==> src/cpu_pkg.sv <==
////////////////////
// CPU shared definitions
// Widths, opcode and funct encodings, and the records passed between stages
////////////////////
package cpu_pkg;

    // Datapath and memory geometry
    localparam int WORD_W         = 32;
    localparam int MEM_ADDR_W     = 8;
    localparam int REG_ADDR_W     = 5;
    localparam int DATA_LOAD_BASE = 255;

    typedef logic [WORD_W-1:0] word_t;

    // Primary opcodes in bits 31..26
    localparam logic [5:0] OP_RTYPE = 6'd0;
    localparam logic [5:0] OP_ADDI  = 6'd1;
    localparam logic [5:0] OP_AND   = 6'd3;
    localparam logic [5:0] OP_OR    = 6'd4;
    localparam logic [5:0] OP_ANDI  = 6'd5;
    localparam logic [5:0] OP_ORI   = 6'd6;
    localparam logic [5:0] OP_SHIFT = 6'd7;
    localparam logic [5:0] OP_LW    = 6'd8;
    localparam logic [5:0] OP_SW    = 6'd9;
    localparam logic [5:0] OP_BEQ   = 6'd10;
    localparam logic [5:0] OP_BNE   = 6'd11;
    localparam logic [5:0] OP_J     = 6'd16;
    localparam logic [5:0] OP_SLT   = 6'd19;
    localparam logic [5:0] OP_SLTI  = 6'd20;

    // Funct codes, meaning depends on the opcode
    localparam logic [5:0] FN_ADD = 6'd0;
    localparam logic [5:0] FN_SUB = 6'd1;
    localparam logic [5:0] FN_SLL = 6'd0;
    localparam logic [5:0] FN_SRL = 6'd1;

    typedef enum logic [2:0] {
        ALU_ADD, ALU_SUB, ALU_AND, ALU_OR, ALU_SLL, ALU_SRL, ALU_SLT
    } alu_op_e;

    typedef enum logic [2:0] {
        CLS_ALU, CLS_LOAD, CLS_STORE, CLS_BRANCH_EQ, CLS_BRANCH_NE, CLS_JUMP, CLS_ILLEGAL
    } instr_class_e;

    // Fetch to decode
    typedef struct packed {
        logic [MEM_ADDR_W-1:0] pc;
        word_t                 instr;
    } fetch_out_t;

    // Decode to execute, target is the taken branch or jump address
    typedef struct packed {
        logic [MEM_ADDR_W-1:0] pc;
        instr_class_e          cls;
        alu_op_e               alu_op;
        word_t                 operand_a;
        word_t                 operand_b;
        word_t                 store_data;
        logic [REG_ADDR_W-1:0] dest;
        logic                  writes_reg;
        logic [MEM_ADDR_W-1:0] target;
    } decoded_t;

    // One record per completed instruction
    typedef struct packed {
        logic [MEM_ADDR_W-1:0] pc;
        logic                  writes_reg;
        logic [REG_ADDR_W-1:0] dest;
        word_t                 value;
        logic                  is_store;
        logic [MEM_ADDR_W-1:0] store_addr;
    } retire_t;

endpackage

==> src/execute_stage.sv <==
////////////////////
// Execute stage
// ALU, data memory access, write-back, next PC and retire record
////////////////////
`timescale 1ns/1ps

module execute_stage
    import cpu_pkg::*;
(
    input  logic                  clk,
    input  logic                  arst_n,
    input  logic                  dec_valid,
    input  decoded_t              dec,
    input  word_t                 dmem_rdata,
    output logic                  dmem_we,
    output logic [MEM_ADDR_W-1:0] dmem_addr,
    output word_t                 dmem_wdata,
    output logic                  rf_we,
    output logic [REG_ADDR_W-1:0] rf_waddr,
    output word_t                 rf_wdata,
    output logic                  pc_valid,
    output logic [MEM_ADDR_W-1:0] next_pc,
    output logic                  retire_valid,
    output retire_t               retire
);

    word_t alu_res;
    logic  is_load;
    logic  load_wait;
    logic  done;
    logic  taken;

    always_comb begin
        case (dec.alu_op)
            ALU_SUB: alu_res = dec.operand_a - dec.operand_b;
            ALU_AND: alu_res = dec.operand_a & dec.operand_b;
            ALU_OR:  alu_res = dec.operand_a | dec.operand_b;
            ALU_SLL: alu_res = dec.operand_a << dec.operand_b[4:0];
            ALU_SRL: alu_res = dec.operand_a >> dec.operand_b[4:0];
            ALU_SLT: alu_res = ($signed(dec.operand_a) < $signed(dec.operand_b)) ? 1 : 0;
            default: alu_res = dec.operand_a + dec.operand_b;
        endcase
    end

    // The decoded record holds still until this instruction retires
    assign is_load = dec.cls == CLS_LOAD;
    assign done    = (dec_valid && !is_load) || load_wait;

    // Branch compare uses the subtract result
    assign taken = (dec.cls == CLS_JUMP)
                || (dec.cls == CLS_BRANCH_EQ && alu_res == '0)
                || (dec.cls == CLS_BRANCH_NE && alu_res != '0);

    assign dmem_we    = dec_valid && dec.cls == CLS_STORE;
    assign dmem_addr  = alu_res[MEM_ADDR_W-1:0];
    assign dmem_wdata = dec.store_data;

    // Loads write back in the wait cycle, everything else in the issue cycle
    assign rf_we    = done && dec.writes_reg;
    assign rf_waddr = dec.dest;
    assign rf_wdata = load_wait ? dmem_rdata : alu_res;

    always_ff @(posedge clk or negedge arst_n) begin
        if (!arst_n) begin
            load_wait    <= 1'b0;
            pc_valid     <= 1'b0;
            retire_valid <= 1'b0;
        end else begin
            load_wait    <= dec_valid && is_load;
            pc_valid     <= done;
            retire_valid <= done;
        end
    end

    always_ff @(posedge clk) begin
        if (done) begin
            next_pc           <= taken ? dec.target : dec.pc + 1'b1;
            retire.pc         <= dec.pc;
            retire.writes_reg <= dec.writes_reg;
            retire.dest       <= dec.dest;
            retire.is_store   <= dec.cls == CLS_STORE;
            retire.store_addr <= (dec.cls == CLS_STORE) ? dmem_addr : '0;
            // Stores report the stored word, writers the written one
            if (dec.cls == CLS_STORE) retire.value <= dec.store_data;
            else if (dec.writes_reg)  retire.value <= rf_wdata;
            else                      retire.value <= '0;
        end
    end

endmodule

==> config.mk <==
export PLATFORM = sky130hd
export DESIGN_NAME = execute_stage
export DESIGN_NICKNAME = d
export VERILOG_FILES = /design/src/cpu_pkg.sv /design/src/execute_stage.sv
export SDC_FILE = /design/constraint.sdc
export NUM_CORES = 1
export LEC_CHECK = 0
export BUFFER_PORTS_ARGS = -buffer_cell sky130_fd_sc_hd__buf_2
export CAP_MARGIN = 30
export CORE_MARGIN = 2
export CORE_UTILIZATION = 40
export DETAILED_ROUTE_END_ITERATION = 12
export SYNTH_ARGS = -nofsm -noshare
export SYNTH_HDL_FRONTEND = slang
export SYNTH_SLANG_ARGS = --single-unit
==> constraint.sdc <==
create_clock -name clk -period 6 [get_ports clk]
set_clock_uncertainty 0.05 [all_clocks]
set_input_delay 0.9 -clock clk [delete_from_list [all_inputs] [get_ports clk]]
set_output_delay 0.9 -clock clk [all_outputs]
set_load 0.02 [all_outputs]
=== After elaboration in Yosys (flattened, before gate mapping) ===
Index checks and enable logic that the tools add are counted.

* Register bits after elaboration: 65
* Input bits: 159
* Output and inout port bits: 144
* Logic and storage cells: 46

* $add $sub $neg: 3
* $lt $le $gt $ge: 1
* Eq/ne operators: 11
* Shift-type cells: 2
* Muxes and demuxes: 6
* Bitwise logic cells: 2
* Reduce and logical (&&, ||, !) cells: 12

{| class="wikitable"
|+ Operators with widths
! operator !! count
|-
| 32-bit one-hot mux with 6 select lines || 1
|-
| 32-bit 2-to-1 mux || 3
|-
| 32-bit adder || 1
|-
| 32-bit AND || 1
|-
| 32-bit zero test || 1
|-
| 32-bit < comparator || 1
|-
| 32-bit OR || 1
|-
| 32-bit nonzero test || 1
|-
| 32-bit by 5-bit << shifter with 32-bit output || 1
|-
| 32-bit by 5-bit >> shifter with 32-bit output || 1
|-
| 32-bit subtractor || 1
|-
| 3-bit == test, second input constant || 5
|-
| 3-bit by 2-bit == test with 1-bit output, second input constant || 4
|-
| 8-bit by 1-bit adder with 8-bit output, second input constant || 1
|-
| 8-bit 2-to-1 mux || 1
|-
| 3-bit by 1-bit == test with 1-bit output, second input constant || 2
|-
| 1-bit logical AND || 6
|-
| 1-bit logical OR || 3
|-
| 1-bit zero test || 1
|-
| 1-bit 2-to-1 mux || 1
|}

=== Logic depth before layout (Yosys ltp) ===
Gate-level depths: netlist of run 1.

* Depth in word-level cells: 8
* Gate-level depth with buffers: 19
* Gate-level depth less buffers: 15

=== Worst setup path before layout of run 1 ===
Ideal clock, no wire load.

* Path kind: input port to flip-flop
* Start point: input port dec[48] (netlist name)
* End point: register next_pc[1], data pin
* Setup time: 0.260 ns
* Arrival time: 5.519 ns
* Slack: 0.171 ns
* Stages on the path: 19
* Cells stage by stage: buf_2 inv_1 buf_1 clkbuf_1 buf_1 ha_1 buf_2 o211ai_1 o21ai_0 a221oi_1 o211ai_1 o211ai_1 o311a_1 a31oi_1 or4bb_1 and4bb_2 nand4_1 a32oi_4 mux2_2

* Word-level cells in the longest chain between the ends: 8
* Elaborated cells on any way between the ends: 16
* Classes of those cells: add/sub: 2; order compare: 1; shift: 2; mux: 3; bitwise: 2; reduce/logical: 6

{| class="wikitable"
|+ RTL lines
! element !! line !! text
|-
| start: declaration || execute_stage.sv:13 || <nowiki>input decoded_t dec,</nowiki>
|-
| 32-bit < comparator || execute_stage.sv:40 || <nowiki>ALU_SLT: alu_res = ($signed(dec.operand_a) < $signed(dec.operand_b)) ? 1 : 0;</nowiki>
|-
| 1-bit 2-to-1 mux || execute_stage.sv:40 ||
|-
| 32-bit one-hot mux with 6 select lines * || execute_stage.sv:34 || <nowiki>case (dec.alu_op)</nowiki>
|-
| 32-bit zero test || execute_stage.sv:51 || <nowiki>|| (dec.cls == CLS_BRANCH_EQ && alu_res == '0)</nowiki>
|-
| 1-bit logical AND || execute_stage.sv:51 ||
|-
| 1-bit logical OR || execute_stage.sv:51 ||
|-
| 1-bit logical OR * || execute_stage.sv:52 || <nowiki>|| (dec.cls == CLS_BRANCH_NE && alu_res != '0);</nowiki>
|-
| 8-bit 2-to-1 mux * || execute_stage.sv:77 || <nowiki>next_pc <= taken ? dec.target : dec.pc + 1'b1;</nowiki>
|-
| end signal: assignment || execute_stage.sv:77 ||
|-
| end: declaration || execute_stage.sv:22 || <nowiki>output logic [MEM_ADDR_W-1:0] next_pc,</nowiki>
|}

Every way passes the cells marked *; elsewhere a longest branch is shown, timed or not.
A chain may end at the register's enable or synchronous reset.

=== Final worst setup path of run 1 ===
* Start point: input port dec[65] (netlist name)
* End point: output port rf_wdata[26]

* Word-level cells in the longest chain between the ends: 3
* Elaborated cells on any way between the ends: 4
* Classes of those cells: add/sub: 2; mux: 2

{| class="wikitable"
|+ RTL lines
! element !! line !! text
|-
| 32-bit adder or 32-bit subtractor (tied branches) || execute_stage.sv:41, execute_stage.sv:35 ||
|-
| 32-bit one-hot mux with 6 select lines * || execute_stage.sv:34 ||
|-
| 32-bit 2-to-1 mux * || execute_stage.sv:61 || <nowiki>assign rf_wdata = load_wait ? dmem_rdata : alu_res;</nowiki>
|-
| end: declaration || execute_stage.sv:20 || <nowiki>output word_t rf_wdata,</nowiki>
|}

Marks and branches as above.

==> flow_summary.yaml, run 1 <==
setup_path:
  crit_chain: "buf_2 > inv_1 > ha_1 > nor4_1 > nand2_1 > nor4_1 > o21ai_0 > a2111oi_0 > nor3_1 > and4_1 > nor3_1 > nor2_1 > o21ai_0 > buf_2"
  crit_slowest_cell: "nor4_1"
  path_class: "in2out"
  slowest_delay_ns: 0.55
  crit_path_end_kind: "primary output"
  worstPathArrival_ns: 4.74
  crit_fanout: 10
  critPathLaunchType: "primary input"
  critPathRequiredTime_ns: 5.05
synth:
  synthAdderAreaFrac_pct: 9.97
  avgSynthCellArea_sq_um: 7.83
  ys_warn_count: 0
  ys_async_sr_fraction_pct: 3.08
  synth-main-ff-cell: "edfxtp_1"
  syn_nets: 1882
  ys_seq_area_share_pct: 15.3
  synth_seq_cells: 65
  synth.area.mux_share_pct: 15.7
  yosys.area_share.simple_pct: 18.5
  synth.distinct_cells: 83
  synth_compound_area_share_pct: 28.9
  synth_area_sq_um: 12700
  synth_top_family_by_area: "compound AO/OA/AOI/OAI gates"
  synthXorXnorAreaFrac_pct: 1.86
  synth_cells: 1623
  synth_edf_count: 63
routing:
  routed_wl_microns: 66800
  vias_per_cell: 6.67
  wl_per_cell_microns: 29.1
  drc: 0
  vias: 15300
  drt_iter0_markers: 2087
  ant_nets: 0
  firstDrtPassIters: 6
timing:
  finalSetupViolCount: 0
  relSlewSlack_pct: 26.3
  slew_viol_final: 0
  hold_ws_ns: 0.293
  rsz0062_at_grt: "no"
  hold_violations: 0
  max_freq_mhz: 176
  tightest_slew_ns: 1.10
  finalCritPeriodShare_pct: 94.9
  min_period_ns: 5.69
  fin_ws_ns: 0.309
  setup_tns_ns: 0
hold_path:
  hold_path.class: "in2async"
grt:
  grt_pass1_vias: 14100
  grt_max_degree: 77
  antenna_found_initial: 2
  grtUsageTotal_pct: 38.6
  grt_first_pass_wirelength_microns: 95400
  grt_overflow: 0
placed_design:
  hpwlAfterDp_microns: 54700
  dp_slack_ns: 0.0977
  io_buffers: 302
  gp_congestion: 1.08
  place_area_sq_um: 14800
  dp.cells: 2280
status:
  outcome: "complete, no violations"
clock_network:
  post_cts_buffers: 0
  clock_latency_ns: 0.33
  numCtsBuffers: 9
  cts-root-buf: "clkbuf_16"
  ctsResizeCount: 0
  cts_tree: "built"
  cts_hold_buf: 0
  cts_buffer_depth: 2
  htree_levels: 3
  cts.clk_slew.worst_paths_ns: 0.06
  numClockSinks: 65
power_and_ir_drop:
  cellPowerDensity_nw_per_um2: 178
  vdd_ir_drop_max_mv: 0.124
  power_mw: 2.70
  p_leak_nw: 6.71
finish:
  design_area_sq_um: 15200
  drive_above_1_share_pct: 28.4
  final_core_util_pct: 48.3
  final_cells: 2297
  nFillCells: 3214
  area_growth_pct: 19.4
  nets: 2148
floorplanning:
  rows: 65
  die_x_microns: 182
  dieArea_sq_um: 33200
  io_pins: 303
  die_y_microns: 182
  start_util_pct: 40.5
  core_area_sq_um: 31400
flow_run:
  cap_violations: 0
## Yosys cell counts, drive strengths merged (7+ instances only)
cell type / n / area share [%]
a2111oi: 8 / 0.55
a211o: 11 / 0.77
a211oi: 42 / 2.5
a21o: 12 / 0.71
a21oi: 101 / 4.0
a221o: 7 / 0.55
a221oi: 11 / 0.76
a22o: 34 / 2.3
a22oi: 8 / 0.47
a31oi: 19 / 0.94
a32oi: 8 / 0.70
and2: 14 / 0.69
and3: 18 / 0.89
buf: 77 / 3.9
clkbuf: 79 / 2.3
edfxtp: 63 / 15
ha: 98 / 9.7
inv: 115 / 3.4
mux2: 49 / 4.3
mux2i: 56 / 4.4
mux4: 39 / 6.9
nand2: 133 / 3.9
nand2b: 17 / 0.84
nand3: 37 / 1.5
nand4: 16 / 0.79
nor2: 130 / 3.8
nor2b: 17 / 0.84
nor3: 35 / 1.4
nor4: 20 / 0.98
o211ai: 39 / 2.3
o21a: 8 / 0.47
o21ai: 100 / 3.9
o21bai: 8 / 0.47
o221ai: 10 / 0.69
o22ai: 20 / 0.98
o31a: 9 / 0.62
o31ai: 16 / 0.95
o32ai: 9 / 0.68
or2: 8 / 0.39
or3: 10 / 0.49
xnor2: 23 / 1.6
## per-layer routing
| layer | share of wire, % | track usage, % | wire (microns) | up-vias |
|---|---|---|---|---|
| met4 | 6.1 | 19.2 | 4060 | 0 |
| met5 | 0 | 0 | 0 | - |
| met3 | 8.5 | 4.49 | 5700 | 219 |
| met2 | 46 | 64.1 | 30500 | 1007 |
| li1 | - | - | - | 6649 |
| met1 | 40 | 49.8 | 26600 | 7451 |
## where the power goes
part           internal, mW  leakage, nW  switching (mW)
clock network         0.406        0.163           0.200
registers             0.546        0.666          0.0106
logic                 0.534         5.88            1.00
total                  1.49         6.71            1.21
## final cells by class
type / instances / area [sq um] / area share (%)
antenna: 1 / 2.50 / 0.0165
timing repair buffer: 411 / 2390 / 15.8
clock buffer: 9 / 225 / 1.48
inverter: 119 / 447 / 2.94
sequential: 65 / 1940 / 12.8
multi-input combinational: 1283 / 9540 / 62.9
tap: 402 / 503 / 3.32
clock inverter: 7 / 119 / 0.784
## placed cells by master (no fill, tap or decap), types with 42 or more instances in the layout
cell type	instances
ha_1	98
inv_1	115
buf_4	106
nor2_1	129
a21oi_1	101
mux2_2	49
buf_2	301
o21ai_0	99
mux2i_1	56
nand2_1	133
a211oi_1	42
edfxtp_1	63
## sequential cells by signal (all words and copies together), names as in the netlist
name          flops
retire           55
next_pc           8
load_wait         1
retire_valid      1
## final timing paths
check / from / endpoint / slack, ns / cells past startpoint
max: dec[65] / rf_wdata[26] / 0.31 / 14
min reg2reg: load_wait$_DFF_PN0_ / retire[37]$_DFFE_PN_ / 1.27 / 2
min: arst_n / retire_valid$_DFF_PN0_ / 0.29 / 1
max in group asynchronous: arst_n / load_wait$_DFF_PN0_ / 5.50 / 1
max reg2reg: load_wait$_DFF_PN0_ / retire[19]$_DFFE_PN_ / 3.74 / 2
min in group clk: dec[11] / retire[43]$_DFFE_PN_ / 0.71 / 1
## cells by family (layout without fill, tap and decap cells)
logic type                 Yosys count  in the layout
DFF                                 65             65
other                                0              1
xor gates and xnor gates            27             27
AOI/OAI and AO/OA                  530            530
buffers and inverters              275            546
muxes                              144            144
and+or+nand+nor                    482            482
adders and majority gates          100            100
## critical path, delay by kind of cell
kind                     cells  cell delay (ns)
AO/OA/AOI/OAI                3             1.18
adder cells (fa/ha/maj)      1             0.48
buffers and inverters        3             0.45
AND/OR/NAND/NOR              7             1.73
Note: power is estimated with default switching activity, not from simulation.
==> inputs of run 2 (changes only) <==
--- a/config.mk
+++ b/config.mk
@@ -7,7 +7,6 @@
 export LEC_CHECK = 0
 export BUFFER_PORTS_ARGS = -buffer_cell sky130_fd_sc_hd__buf_2
 export CAP_MARGIN = 30
-export CORE_MARGIN = 2
 export CORE_UTILIZATION = 40
 export DETAILED_ROUTE_END_ITERATION = 12
 export SYNTH_ARGS = -nofsm -noshare
==> run 2 against run 1 <==
  * Non-clock buffer count shrank 4
  * Combinational power is essentially flat
  * Register-to-register slack lost 0.02 ns
  * Sequential power is essentially flat
  * Setup slack lost 0.20 ns
  * Cell count shrank 0.44%
  * Sequential cell count is the same
  * Total power shrank 1.2%
==> flow_summary.yaml, run 2 (same netlist as run 1, synthesis figures left out) <==
power_and_ir_drop:
  p_sw_share_pct: 45.3
  combPwrFrac_pct: 57.6
  power_mw: 2.67
  p_leak_nw: 6.70
  p_seq_share_pct: 20.9
  netSwitchingPower_mw: 1.21
  clkPwrFrac_pct: 21.5
  vdd_ir_drop_max_mv: 0.134
  cellPowerDensity_nw_per_um2: 176
  internal_power_mw: 1.46
routing:
  ant_nets: 0
  vias_per_cell: 6.67
  vias: 15300
  drc: 0
  routed_wl_microns: 64800
  wl_per_cell_microns: 28.3
  drt_iter0_markers: 1972
  firstDrtPassIters: 8
clock_network:
  clock_latency_ns: 0.32
  ctsResizeCount: 0
  numCtsBuffers: 9
  cts_tree: "built"
  cts.clk_slew.worst_paths_ns: 0.06
  cts-root-buf: "clkbuf_16"
  cts_buffer_depth: 2
  post_cts_buffers: 0
  cts_hold_buf: 0
  numClockSinks: 65
  htree_levels: 3
floorplanning:
  core_area_sq_um: 30900
  die_x_microns: 180
  dieArea_sq_um: 32500
  start_util_pct: 41.1
  rows: 64
  die_y_microns: 180
  io_pins: 303
timing:
  finalSetupViolCount: 0
  rsz0062_at_grt: "no"
  hold_ws_ns: 0.299
  relSlewSlack_pct: 23.8
  setup_tns_ns: 0
  slew_viol_final: 0
  max_freq_mhz: 170
  tightest_slew_ns: 1.13
  finalCritPeriodShare_pct: 98.2
  min_period_ns: 5.89
  hold_violations: 0
setup_path:
  path_class: "in2reg"
  cp-startpoint: "dec[46]"
  crit_slowest_cell: "o32ai_1"
  rrSetupSlack_ns: 3.72
  slowest_delay_ns: 0.76
  crit_end: "next_pc[1]$_DFFE_PN_"
  critPathRequiredTime_ns: 6.02
  worstPathArrival_ns: 5.91
  crit_fanout: 86
  r2r_end: "retire[6]$_SDFFCE_PN0N_"
  crit_chain: "buf_4 > buf_12 > mux4_2 > mux2i_1 > and2_1 > a211oi_1 > o32ai_1 > o211ai_1 > nor4_1 > nand4b_1 > and4bb_2 > nand4_1 > a32oi_4 > buf_12 > mux2_2"
  crit_path_end_kind: "register"
  critPathMostFrequentCell: "buf_12"
  reg2reg_from: "load_wait$_DFF_PN0_"
  r2r_cells: 2
  critPathLaunchType: "primary input"
finish:
  area_growth_pct: 19.1
  final_core_util_pct: 49.0
  drive_above_1_share_pct: 28.4
  multiInputGateArea_sq_um: 9550
  top_regs: "retire: 55 flops, next_pc: 8 flops"
  nets: 2144
  seq_area_sq_um: 1940
  largest_register: "retire"
  layout_commonest_cell: "buf_2"
  largest_register_ff_count: 55
  nFillCells: 3082
  most-common-layout-cells: "buf_2 (302), nand2_1 (133), nor2_1 (129)"
placed_design:
  gp_congestion: 1.06
  io_buffers: 302
  hpwlAfterDp_microns: 52200
grt:
  top_usage_layer: "met2"
  grt_first_pass_wirelength_microns: 93400
  grtUsageTotal_pct: 38.5
  use_met1_pct: 50.3
  grt_max_degree: 87
  grt_use_met3_pct: 4.77
  antenna_found_initial: 3
  grt_overflow: 0
  grt_pass1_vias: 14000
  grt_util_met2_pct: 62.3
hold_path:
  hold_path.class: "in2async"
status:
  outcome: "complete, no violations"
flow_run:
  cap_violations: 0
-- run 2: power by group through the flow --
stage / combinational, mW / clock [mW] / sequential (mW)
after floorplan: 0.853 / 0 / 0.611
after global placement: 1.48 / 0 / 0.565
after detailed placement: 1.48 / 0 / 0.566
after CTS: 1.49 / 0.581 / 0.557
after global routing: 1.61 / 0.596 / 0.560
final: 1.53 / 0.574 / 0.557
-- run 2: cell type report --
cell class              count  area share, %
diodes                      1         0.0165
clock buffers              10           1.58
clock inverters             6          0.604
inverters                 119           2.95
multi-input cells        1283           63.1
flip-flops and latches     65           12.8
repair buffers            407           15.7
well taps                 396           3.27
-- run 2: stage by stage --
step	instances	setup slack (ns)	area, sq um
2_1_floorplan	1623	0.171	12700
3_3_place_gp	2268	-0.0740	14800
3_5_place_dp	2270	-0.0639	14800
4_1_cts	2286	0.214	15100
5_1_grt	2286	0.0187	15100
6_report	2287	0.110	15100
-- run 2: worst min-delay path by stage --
stage                      start                      to  slack (ns)  depth (start not counted)
after floorplan           arst_n     load_wait$_DFF_PN0_        0.55                          0
after detailed placement  arst_n  retire_valid$_DFF_PN0_        0.64                          1
final                     arst_n     load_wait$_DFF_PN0_        0.30                          1
after CTS                 arst_n     load_wait$_DFF_PN0_        0.29                          1
after global placement    arst_n  retire_valid$_DFF_PN0_        0.64                          1
after global routing      arst_n  retire_valid$_DFF_PN0_        0.30                          1
-- run 2: metal layers --
metal / vias up / wire length (microns) / part of all wire (%)
met2: 1060 / 29500 / 45
met3: 163 / 6180 / 9.5
met1: 7402 / 25800 / 40
li1: 6638 / - / -
met4: 0 / 3370 / 5.2
met5: - / 0 / 0
-- run 2: critical path, delay by kind of cell --
kind                   cells  cell delay, ns
buffers and inverters      3            0.65
multiplexers               3            1.25
AND/OR/NAND/NOR            5            1.33
AO/OA/AOI/OAI              4            1.63
