<file path="src/cpu_pkg.sv">
////////////////////
// CPU shared definitions
// Widths, opcode and funct encodings, and the records passed between stages
////////////////////
package cpu_pkg;

    // Datapath and memory geometry
    localparam int WORD_W         = 32;
    localparam int MEM_ADDR_W     = 8;
    localparam int REG_ADDR_W     = 5;
    localparam int DATA_LOAD_BASE = 255;

    typedef logic [WORD_W-1:0] word_t;

    // Primary opcodes in bits 31..26
    localparam logic [5:0] OP_RTYPE = 6'd0;
    localparam logic [5:0] OP_ADDI  = 6'd1;
    localparam logic [5:0] OP_AND   = 6'd3;
    localparam logic [5:0] OP_OR    = 6'd4;
    localparam logic [5:0] OP_ANDI  = 6'd5;
    localparam logic [5:0] OP_ORI   = 6'd6;
    localparam logic [5:0] OP_SHIFT = 6'd7;
    localparam logic [5:0] OP_LW    = 6'd8;
    localparam logic [5:0] OP_SW    = 6'd9;
    localparam logic [5:0] OP_BEQ   = 6'd10;
    localparam logic [5:0] OP_BNE   = 6'd11;
    localparam logic [5:0] OP_J     = 6'd16;
    localparam logic [5:0] OP_SLT   = 6'd19;
    localparam logic [5:0] OP_SLTI  = 6'd20;

    // Funct codes, meaning depends on the opcode
    localparam logic [5:0] FN_ADD = 6'd0;
    localparam logic [5:0] FN_SUB = 6'd1;
    localparam logic [5:0] FN_SLL = 6'd0;
    localparam logic [5:0] FN_SRL = 6'd1;

    typedef enum logic [2:0] {
        ALU_ADD, ALU_SUB, ALU_AND, ALU_OR, ALU_SLL, ALU_SRL, ALU_SLT
    } alu_op_e;

    typedef enum logic [2:0] {
        CLS_ALU, CLS_LOAD, CLS_STORE, CLS_BRANCH_EQ, CLS_BRANCH_NE, CLS_JUMP, CLS_ILLEGAL
    } instr_class_e;

    // Fetch to decode
    typedef struct packed {
        logic [MEM_ADDR_W-1:0] pc;
        word_t                 instr;
    } fetch_out_t;

    // Decode to execute, target is the taken branch or jump address
    typedef struct packed {
        logic [MEM_ADDR_W-1:0] pc;
        instr_class_e          cls;
        alu_op_e               alu_op;
        word_t                 operand_a;
        word_t                 operand_b;
        word_t                 store_data;
        logic [REG_ADDR_W-1:0] dest;
        logic                  writes_reg;
        logic [MEM_ADDR_W-1:0] target;
    } decoded_t;

    // One record per completed instruction
    typedef struct packed {
        logic [MEM_ADDR_W-1:0] pc;
        logic                  writes_reg;
        logic [REG_ADDR_W-1:0] dest;
        word_t                 value;
        logic                  is_store;
        logic [MEM_ADDR_W-1:0] store_addr;
    } retire_t;

endpackage

</file>
<file path="src/fetch_stage.sv">
////////////////////
// Fetch stage
// Holds the PC, reads instruction memory and detects program end
////////////////////
`timescale 1ns/1ps

module fetch_stage
    import cpu_pkg::*;
(
    input  logic                  clk,
    input  logic                  arst_n,
    input  logic                  run_enable,
    input  logic [MEM_ADDR_W-1:0] final_addr,
    input  logic                  pc_valid,
    input  logic [MEM_ADDR_W-1:0] next_pc,
    input  word_t                 imem_rdata,
    output logic [MEM_ADDR_W-1:0] imem_raddr,
    output logic                  fetch_valid,
    output fetch_out_t            fetch_out,
    output logic                  end_signal
);

    logic [MEM_ADDR_W-1:0] pc;
    logic                  run_q;
    logic                  redirect_q;
    logic                  fetch_req;

    // A fetch is requested on the first running cycle and one cycle after each retire
    assign fetch_req = (run_enable && !run_q) || redirect_q;

    // The memory address always follows the PC
    assign imem_raddr = pc;

    // The PC stays put while the word is in flight so it pairs with the read data
    assign fetch_out.pc    = pc;
    assign fetch_out.instr = imem_rdata;

    always_ff @(posedge clk or negedge arst_n) begin
        if (!arst_n) begin
            pc          <= '0;
            run_q       <= 1'b0;
            redirect_q  <= 1'b0;
            fetch_valid <= 1'b0;
            end_signal  <= 1'b0;
        end else begin
            run_q      <= run_enable;
            redirect_q <= pc_valid;
            if (pc_valid) pc <= next_pc;
            // Reaching the end address raises end instead of fetching
            fetch_valid <= fetch_req && (pc != final_addr);
            if (fetch_req && pc == final_addr) end_signal <= 1'b1;
        end
    end

endmodule

</file>
<file path="config.mk">
export PLATFORM = sky130hd
export DESIGN_NAME = fetch_stage
export DESIGN_NICKNAME = d
export VERILOG_FILES = /design/src/cpu_pkg.sv /design/src/fetch_stage.sv
export SDC_FILE = /design/constraint.sdc
export NUM_CORES = 1
export LEC_CHECK = 0
export ABC_AREA = 0
export BUFFER_PORTS_ARGS = -buffer_cell sky130_fd_sc_hd__buf_2
export CORE_UTILIZATION = 32
export CTS_CLUSTER_SIZE = 10
export DETAILED_ROUTE_END_ITERATION = 8
export GPL_ROUTABILITY_DRIVEN = 0
export PLACE_DENSITY = 0.79
export RECOVER_POWER = 25
export SETUP_SLACK_MARGIN = 0.4
export SLEW_MARGIN = 20
export SYNTH_ARGS = -nofsm -noshare
export SYNTH_HDL_FRONTEND = slang
export SYNTH_SLANG_ARGS = --single-unit
</file>
<file path="constraint.sdc">
create_clock -name clk -period 1.2 [get_ports clk]
set_input_delay 0.06 -clock clk [delete_from_list [all_inputs] [get_ports clk]]
set_output_delay 0.06 -clock clk [all_outputs]
set_load 0.02 [all_outputs]
</file>
# [Word-level counts from Yosys, hierarchy flattened]
# Index checks and enable logic that the tools add are counted.
# Widths: inputs -> output; s select.
[totals] reg_bits=12 latchBits=0 ramBits=0 romBits=0 input_bits=52 out_inout_bits=50 word_cells=12 memories=0
[classes] add_sub_neg=0 n_mul=0 div=0 n_lt_le_gt_ge=0 n_eq_ne=2 shift=0 n_mux=0 bitwise=0 n_reduce_logical=5
[ops] cell="$eq 8x8->1" n=1
[ops] cell="$ne 8x8->1" n=1
[ops] cell="$logic_and 1x1->1" n=3
[ops] cell="$logic_not 1->1" n=1
[ops] cell="$logic_or 1x1->1" n=1

# [Depth between registers and ports, before layout]
# Gate-level depths: netlist of run 1.
[logic_depth] word_depth=4 ltp_mapped=3 depth_no_buf=3

# [Worst setup path before layout of run 1]
# Ideal clock, no wire load.
[synth_timing] kind="flip-flop to flip-flop" start="register pc[7] (netlist: imem_raddr[7])" end="register fetch_valid" setup_time_ns=0.143 t_arrival_ns=1.057 setup_slack_ns=-0.001 stages_incl_launch_ff=4 synth_period_minus_slack_ns=1.201 cell_sequence="dfrtp_1 xor2_1 nor4_1 a21boi_0"
[synth_between] elab_chain_cells=2
[synth_lines] element="from (decl)" line_no="fetch_stage.sv:23" source="logic [MEM_ADDR_W-1:0] pc;"
[synth_lines] element="from (signal assigned)" line_no="fetch_stage.sv:48" source="if (pc_valid) pc <= next_pc;"
[synth_lines] element="$ne 8x8->1" line_no="fetch_stage.sv:50" source="fetch_valid <= fetch_req && (pc != final_addr);"
[synth_lines] element="$logic_and 1x1->1" line_no="fetch_stage.sv:50"
[synth_lines] element="to (signal assigned)" line_no="fetch_stage.sv:50"
[synth_lines] element="to (decl)" line_no="fetch_stage.sv:18" source="output logic fetch_valid,"
# No other way between the ends.
# A chain may end at the register's enable or synchronous reset.

# [Final worst setup path of run 1]
[layout_timing] start="register pc[2] (netlist: imem_raddr[2])" end="register fetch_valid"
# Same word-level chain as after synthesis.

==> results.cfg, run 1 <==
[floorplan]
design.core.area_um2 = 2300
fp.dieH_um = 52.2
die-area_um2 = 2720
core.rowCount = 17
fp.dieW_um = 52.2
pin_count = 102
start_util = 0.351

[power]
p_total_mw = 1.30
p_leak_nw = 0.540
vdd_drop_max_v = 0.000516
power.density_nw_per_um2 = 1220

[sta]
fin_setup_tns_ns = -0.0539
hold_viol_final = 0
skew_ns = 0.00458
max_slew_margin = 0.819
max_freq_ghz = 0.813
period_share = 1.02
grt_setup_unrepaired = yes
slew_violations = 0
setup_viol = 2
finalWorstSetupSlack_ns = -0.0299
fin_crit_ns = 1.23
worst_pin_slew_ns = 0.268

[routing]
drtIter0Drc = 0
via_per_inst = 4.39
met1_length_um = 548
finalWirelength_um = 1750
top_layer_used = met4
wl_met2_um = 960
drc = 0
num_vias = 522
dr.pass1.iters = 1
routedWlPerCell_um = 14.7
wl_met3_um = 195
detail-route-antenna-nets = 0

[worst_setup_path]
path_cells = xor2_1 > nor4_1 > buf_4 > a21boi_0
max_stage_delay_ns = 0.42
worstPathMaxFanout = 2
end_kind = flip-flop
crit_arrival_ns = 1.38
required_ns = 1.35
cp.buffers_inverters = 1
cp_top_family = flip-flops
start_kind = flip-flop
cp_slowest_cell = dfrtp_2
critPathKind = reg -> reg

[final_layout]
drive_gt1_frac = 0.780
area_growth_pct = 32.1
fin_util = 0.464
nNetsFinal = 144
n_antenna_cell = 0
n_fill_cell = 211

[synthesis]
ys_ff_latch = 12
syn-num-nets = 127
syn_avg_cell_area_um2 = 10.7
synth_seq_area_share = 0.373
yosysUniqueCellTypes = 10
yosysWarnings = 0
syn_area_um2 = 806
netlist_instances = 75

[placement]
dp_slack_ns = -0.0207
numPortBuffers = 37

[clocking]
cts_buffers = 3
clkTransAtPathRegs_ns = 0.08
htree_levels = 1
cts_root_buf = clkbuf_4
clkSinkCount = 12
worstSkewPairLatency_ns = 0.27
clock_path_buffers = 2
cts_tree = done

[global_route]
grtUsageTotal = 0.134
overflow = 0
grt_pass1_wl_um = 2640
antenna_found_initial = 0
grt_pass1_vias = 572
grt_max_degree = 13

[min_path]
hold_class = in -> reg

[outcome]
violations = setup timing
status = finished with violations

[flow_run]
cap_violations = 0
sequential cells by signal, summed over array words and instances (netlist names):
register / cells
imem_raddr: 8
run_q: 1
fetch_valid: 1
redirect_q: 1
end_signal: 1
cells by family (layout without fill, tap and decap cells):
group / after synthesis / count (layout) / synth area share
flip-flops: 12 / 12 / 0.373
multiplexers: 8 / 8 / 0.112
AND/OR/NAND/NOR: 2 / 2 / 0.0155
buffers and inverters: 42 / 58 / 0.384
AO/OA/AOI/OAI: 3 / 3 / 0.0295
XOR/XNOR: 8 / 8 / 0.0870
metrics by stage:
| stage | cell area [µm²] | hold WS (ns) | cells |
|---|---|---|---|
| after floorplan | 820 | -0.236 | 75 |
| after global placement | 802 | -0.0516 | 108 |
| after detailed placement | 802 | -0.0491 | 108 |
| after CTS | 1030 | 0.0107 | 117 |
| after global routing | 1060 | 0.00795 | 119 |
| final | 1060 | 0.0156 | 119 |
area by class of cell:
cell class	count	area (µm²)	area share
repair buffers	53	457	0.429
clock buffers	4	36.3	0.0341
inverters	1	3.75	0.00353
flip-flops and latches	12	310	0.291
multi-input cells	21	223	0.209
well taps	28	35.0	0.0329
worst paths after layout:
kind / startpoint / endpoint / slack (ns) / cells past startpoint
max in group asynchronous: arst_n / imem_raddr[5]$_DFFE_PN0P_ / 0.78 / 2
min: next_pc[4] / imem_raddr[4]$_DFFE_PN0P_ / 0.02 / 2
max reg2reg: imem_raddr[2]$_DFFE_PN0P_ / fetch_valid$_DFF_PN0_ / -0.03 / 4
min in group asynchronous: arst_n / run_q$_DFF_PN0_ / 0.19 / 2
max: imem_raddr[2]$_DFFE_PN0P_ / fetch_valid$_DFF_PN0_ / -0.03 / 4
min reg2reg: redirect_q$_DFF_PN0_ / end_signal$_DFFE_PN0P_ / 0.58 / 2
worst register-to-register path: stages, from the launching register on:
cell	delay, ns
dfrtp_2	0.42
xor2_1	0.15
nor4_1	0.31
buf_4	0.17
a21boi_0	0.07
per-layer routing:
| layer | up-vias | global-route usage |
|---|---|---|
| li1 | 231 | - |
| met1 | 243 | 0.119 |
| met2 | 38 | 0.256 |
| met3 | 10 | 0.0406 |
| met4 | 0 | 0.0877 |
| met5 | - | 0 |
cells in the final DEF, fill, tap and decap left out, drive strengths merged:
cell type | netlist | layout
a21o | 1 | 1
dlygate4sd3 | 0 | 2
mux2 | 8 | 8
a31o | 1 | 1
clkbuf | 0 | 4
buf | 41 | 51
a21boi | 1 | 1
inv | 1 | 1
nor4 | 2 | 2
xor2 | 8 | 8
dfrtp | 12 | 12
power breakdown:
part	switching [mW]	leakage (nW)	internal [mW]
logic	0.206	0.385	0.291
registers	0.0319	0.133	0.451
clock network	0.140	0.0210	0.184
cells in the mapped netlist (all sizes together):
cell type  number  area [µm²]
a31o            1        8.76
nor4            2        12.5
a21boi          1        7.51
inv             1        3.75
a21o            1        7.51
mux2            8        90.1
buf            41         305
dfrtp          12         300
xor2            8        70.1
what timing repair did:
item	CTS	global route
buffers inserted	3	2
pin swaps	2	3
setup endpoints to repair	28	28
hold buffers	2	0
gates resized for setup	46	5
endpoints found under the hold margin	13	0
Power figures use the tool's default switching activity.
==> run 2: changes to the inputs <==
==> constraint.sdc (replaced) <==
create_clock -name clk -period 1.2 [get_ports clk]
set_input_delay 0.18 -clock clk [delete_from_list [all_inputs] [get_ports clk]]
set_output_delay 0.18 -clock clk [all_outputs]
set_load 0.02 [all_outputs]
==> run 2 against run 1 <==
  * The run still ends with setup timing left
  * Sequential share of layout area increased by 0.14 points
  * Routed wire length rose by 0.29%
  * Hold slack better by 0.028 ns
  * Clock skew down 0.0024 ns
  * Design area down 0.47%
  * Clock-buffer cell count unchanged
  * Via count is 1.7% lower
  * Die area stayed put
  * Combinational power is essentially flat
  * Critical path depth is the same
  * Power down 0.23%
  * Flip-flop and latch count stayed put
  * Critical endpoint is now end_signal$_DFFE_PN0P_
  * Largest cell class unchanged
  * Largest power group unchanged
==> results.cfg, run 2 (same netlist as run 1, synthesis figures left out) <==
[final_layout]
drive_gt1_frac = 0.769
largest_register_ffs = 8
nNetsFinal = 144
layout_commonest_cell = buf_6
n_antenna_cell = 0
multi_input_area_um2 = 219
area_growth_pct = 31.5
fin_util = 0.461
ff_latch_area_um2 = 310
finalInstanceArea_um2 = 1060
layout_common_cells = 28 x buf_6, 17 x buf_2, 8 x xor2_1, 8 x dfrtp_2, 6 x mux2_4
n_fill_cell = 214

[sta]
skew_ns = 0.00222
hold_viol_final = 0
max_slew_margin = 0.578
max_freq_ghz = 0.826
grt_setup_unrepaired = yes
period_share = 1.01
setup_viol = 4
fin_crit_ns = 1.21
worst_pin_slew_ns = 0.633
finalWorstSetupSlack_ns = -0.0111
slew_violations = 0

[floorplan]
fp.dieW_um = 52.2
core.rowCount = 17
fp.dieH_um = 52.2
design.core.area_um2 = 2300
pin_count = 102
die-area_um2 = 2720
start_util = 0.351

[power]
p_leak_nw = 0.532
pwr-share-seq = 0.372
netSwitchingFraction = 0.287
power_switching_mw = 0.374
p_comb_frac = 0.384
power.density_nw_per_um2 = 1230
clkPwrFrac = 0.245
vdd_drop_max_v = 0.000570
p_int_mw = 0.927

[flow_run]
cap_violations = 0

[clocking]
worstSkewPairLatency_ns = 0.26
cts_buffers = 3
clkSinkCount = 12
clkTransAtPathRegs_ns = 0.08
cts_root_buf = clkbuf_4
htree_levels = 1
clock_path_buffers = 2
cts_tree = done

[worst_setup_path]
path_cells = xor2_1 > nor4_1 > buf_4 > a31o_1
cp_slowest_cell = dfrtp_2
worstPathMaxFanout = 2
reg2reg_depth = 4
required_ns = 1.41
rr_endpoint = end_signal$_DFFE_PN0P_
crit_arrival_ns = 1.42
max_stage_delay_ns = 0.42
critPathKind = reg -> reg
start_kind = flip-flop
reg2reg_from = imem_raddr[0]$_DFFE_PN0P_
rrSetupSlack_ns = -0.01
end_kind = flip-flop

[placement]
dp_slack_ns = -0.0207
numPortBuffers = 37
place_area_um2 = 802

[global_route]
grt_max_degree = 13
grt_use_met3 = 0.0435
use_met1 = 0.114
grtUsageTotal = 0.131
grt_pass1_wl_um = 2550
grt_pass1_vias = 561
antenna_found_initial = 0
met2_usage = 0.246
overflow = 0
top_usage_layer = met2

[min_path]
hold_depth = 1
hold_class = in -> reg
holdPathEnd = run_q$_DFF_PN0_
min_from = run_enable

[routing]
drc = 0
detail-route-antenna-nets = 0
dr.pass1.iters = 1
drtIter0Drc = 0
via_per_inst = 4.31
finalWirelength_um = 1760
num_vias = 513
routedWlPerCell_um = 14.8

[outcome]
status = finished with violations
violations = setup timing
[run 2: changes by cell type in the layout (fill, tap and decap cells not counted)]
cell,before,now
mux2_2,1,2
mux2_4,7,6
dlygate4sd3_1,2,1
buf_6,27,28
clkbuf_1,0,2
buf_2,19,17
[run 2: per-layer routing]
| layer | wire (µm) | share of wire |
|---|---|---|
| met2 | 976 | 0.56 |
| met1 | 538 | 0.31 |
| met4 | 47 | 0.027 |
| met3 | 195 | 0.11 |
| met5 | 0 | 0 |
[run 2: area by class of cell]
| cell class | count | share of cell area |
|---|---|---|
| multi-input cells | 21 | 0.207 |
| repair buffers | 53 | 0.430 |
| clock buffers | 4 | 0.0342 |
| flip-flops and latches | 12 | 0.293 |
| well taps | 28 | 0.0331 |
| inverters | 1 | 0.00354 |
[run 2: through the flow]
| step | total power [mW] | cells | setup TNS [ns] | hold slack (ns) |
|---|---|---|---|---|
| 2_1_floorplan | 0.846 | 75 | 0 | -0.116 |
| 3_3_place_gp | 0.806 | 108 | 0 | 0.0684 |
| 3_5_place_dp | 0.814 | 108 | -0.0401 | 0.0709 |
| 4_1_cts | 1.29 | 116 | -0.00842 | 0.0311 |
| 5_1_grt | 1.37 | 119 | -0.263 | 0.0440 |
| 6_report | 1.30 | 119 | -0.0364 | 0.0433 |
[run 2: how the worst max path moves through the flow]
stage / depth (start not counted) / to / slack [ns] / from
final: 4 / end_signal$_DFFE_PN0P_ / -0.01 / imem_raddr[0]$_DFFE_PN0P_
after global routing: 4 / end_signal$_DFFE_PN0P_ / -0.10 / imem_raddr[0]$_DFFE_PN0P_
after CTS: 4 / end_signal$_DFFE_PN0P_ / -0.005 / imem_raddr[7]$_DFFE_PN0P_
after global placement: 4 / fetch_valid$_DFF_PN0_ / 0.03 / imem_raddr[0]$_DFFE_PN0P_
after detailed placement: 4 / end_signal$_DFFE_PN0P_ / -0.02 / imem_raddr[2]$_DFFE_PN0P_
after floorplan: 3 / fetch_valid$_DFF_PN0_ / 0.03 / imem_raddr[2]$_DFFE_PN0P_
[run 2: repair_timing]
item                                   in CTS  in global routing
hold buffers                                1                  0
cloned                                      0                  0
buffers inserted                            3                  3
pin swaps                                   2                  1
endpoints found under the hold margin      12                  0
setup endpoints to repair                  28                 28
resized for setup                          46                  5
[run 2: power by group through the flow]
stage          clock network [mW]  logic (mW)  registers (mW)
6_report                    0.318       0.499           0.484
5_1_grt                     0.346       0.532           0.489
4_1_cts                     0.330       0.474           0.481
3_5_place_dp                    0       0.329           0.486
3_3_place_gp                    0       0.323           0.483
2_1_floorplan                   0       0.304           0.542
[run 2: critical path, delay by kind of cell (launching register included)]
kind	cells	cell delay, ns
buffers and inverters	1	0.16
DFF	1	0.42
xor gates and xnor gates	1	0.15
and+or+nand+nor	1	0.28
AOI/OAI and AO/OA	1	0.14
==> run 3: changes to the inputs <==
Settings changed: CORE_ASPECT_RATIO from default to 1.2, RECOVER_POWER 25 to default.
==> run 3 against run 2 <==
  * The flow still finishes with violations (setup timing)
  * Final cell count down 0.84%
  * Clock-buffer cell count unchanged
  * Power down 2.0%
  * Maximum frequency up 0.75%
  * Critical endpoint unchanged
==> results.cfg, run 3 (same netlist as run 1, synthesis figures left out) <==
[final_layout]
nNetsFinal = 140
largest_register_ffs = 8
n_fill_cell = 263
ff_latch_area_um2 = 310
finalInstanceArea_um2 = 1020
n_antenna_cell = 0
layout_commonest_cell = buf_6
fin_util = 0.440
multi_input_area_um2 = 219
area_growth_pct = 27.2
drive_gt1_frac = 0.782
layout_common_cells = 25 x buf_6, 19 x buf_2, 8 x xor2_1, 8 x dfrtp_2, 6 x mux2_4

[sta]
max_slew_margin = 0.752
fin_crit_ns = 1.20
finalWorstSetupSlack_ns = -0.00202
hold_viol_final = 0
period_share = 1.00
worst_pin_slew_ns = 0.368
hold-worst-slack_ns = 0.0404
setup_viol = 1
grt_setup_unrepaired = yes
slew_violations = 0
fin_setup_tns_ns = -0.00202
max_freq_ghz = 0.832
skew_ns = 0.00871

[clocking]
clkSinkCount = 12
cts_buffers = 3
clkTransAtPathRegs_ns = 0.08
cts_tree = done
htree_levels = 1
cts_root_buf = clkbuf_4
worstSkewPairLatency_ns = 0.27
clock_path_buffers = 2

[routing]
num_vias = 501
top_layer_used = met4
finalWirelength_um = 1670
routedWlPerCell_um = 14.2
detail-route-antenna-nets = 0
drc = 0
dr.pass1.iters = 2
wl_met2_um = 895
drtIter0Drc = 3
wl_met3_um = 178
met1_length_um = 557
via_per_inst = 4.25

[placement]
dpl.hpwl_um = 1230
numPortBuffers = 37
place_area_um2 = 783

[worst_setup_path]
crit_arrival_ns = 1.42
path_cells = xor2_1 > nor4_1 > a31o_1
max_stage_delay_ns = 0.44
end_kind = flip-flop
cp_slowest_cell = dfrtp_2
start_kind = flip-flop
critPathKind = reg -> reg
required_ns = 1.42
worstPathMaxFanout = 4

[power]
p_leak_nw = 0.514
vdd_drop_max_v = 0.000656
power.density_nw_per_um2 = 1240

[floorplan]
core.rowCount = 19
start_util = 0.346
pin_count = 102
fp.dieW_um = 47.8
die-area_um2 = 2720
fp.dieH_um = 57.0
design.core.area_um2 = 2330

[min_path]
hold_class = in -> reg

[outcome]
violations = setup timing
status = finished with violations

[flow_run]
cap_violations = 0

[global_route]
grt_pass1_vias = 521
grt_pass1_wl_um = 2370
antenna_found_initial = 0
grt_max_degree = 13
grtUsageTotal = 0.125
overflow = 0
-- run 3: worst paths after layout --
path	from	end	slack (ns)	cells after the start
min in group asynchronous	arst_n	fetch_valid$_DFF_PN0_	0.33	2
setup reg to reg	imem_raddr[1]$_DFFE_PN0P_	end_signal$_DFFE_PN0P_	-0.002	3
hold / removal	run_enable	run_q$_DFF_PN0_	0.04	1
max in group asynchronous	arst_n	imem_raddr[1]$_DFFE_PN0P_	0.62	2
hold reg to reg	redirect_q$_DFF_PN0_	end_signal$_DFFE_PN0P_	0.58	2
setup / recovery	imem_raddr[1]$_DFFE_PN0P_	end_signal$_DFFE_PN0P_	-0.002	3
-- run 3: layout make-up --
cell class / count / area share
flip-flops and latches: 12 / 0.303
clock buffers: 4 / 0.0354
inverters: 1 / 0.00366
multi-input cells: 21 / 0.214
well taps: 31 / 0.0379
repair buffers: 49 / 0.407
-- run 3: report_power, final --
| part | internal, mW | switching (mW) |
|---|---|---|
| clock | 0.184 | 0.136 |
| combinational | 0.271 | 0.195 |
| sequential | 0.451 | 0.0367 |
| total | 0.907 | 0.368 |
-- run 3: timing repair --
| item | 4_1_cts | 5_1_grt |
|---|---|---|
| setup endpoints to repair | 28 | 28 |
| pin swaps | 1 | 0 |
| gates resized for setup | 48 | 1 |
| hold buffers | 1 | 0 |
| hold endpoints to repair | 12 | 0 |
| buffers inserted | 5 | 0 |
-- run 3: critical path, delay by kind of cell (launching register included) --
family,cells,cell delay (ns)
DFF,1,0.44
and+or+nand+nor,1,0.37
AOI/OAI and AO/OA,1,0.20
xor gates and xnor gates,1,0.15
-- run 3: routing by layer --
metal,vias to the layer above,global-route usage
met1,230,0.138
met3,10,0.0348
li1,224,-
met5,-,0
met4,0,0.0833
met2,37,0.199
-- run 3: metrics by stage --
stage / setup WS (ns) / std cells / power, mW
finish: -0.00202 / 118 / 1.27
global route: -0.0692 / 118 / 1.34
CTS: -0.00149 / 118 / 1.28
detailed placement: -0.00616 / 108 / 0.802
global placement: 0.00917 / 108 / 0.795
floorplan: 0.0334 / 75 / 0.846
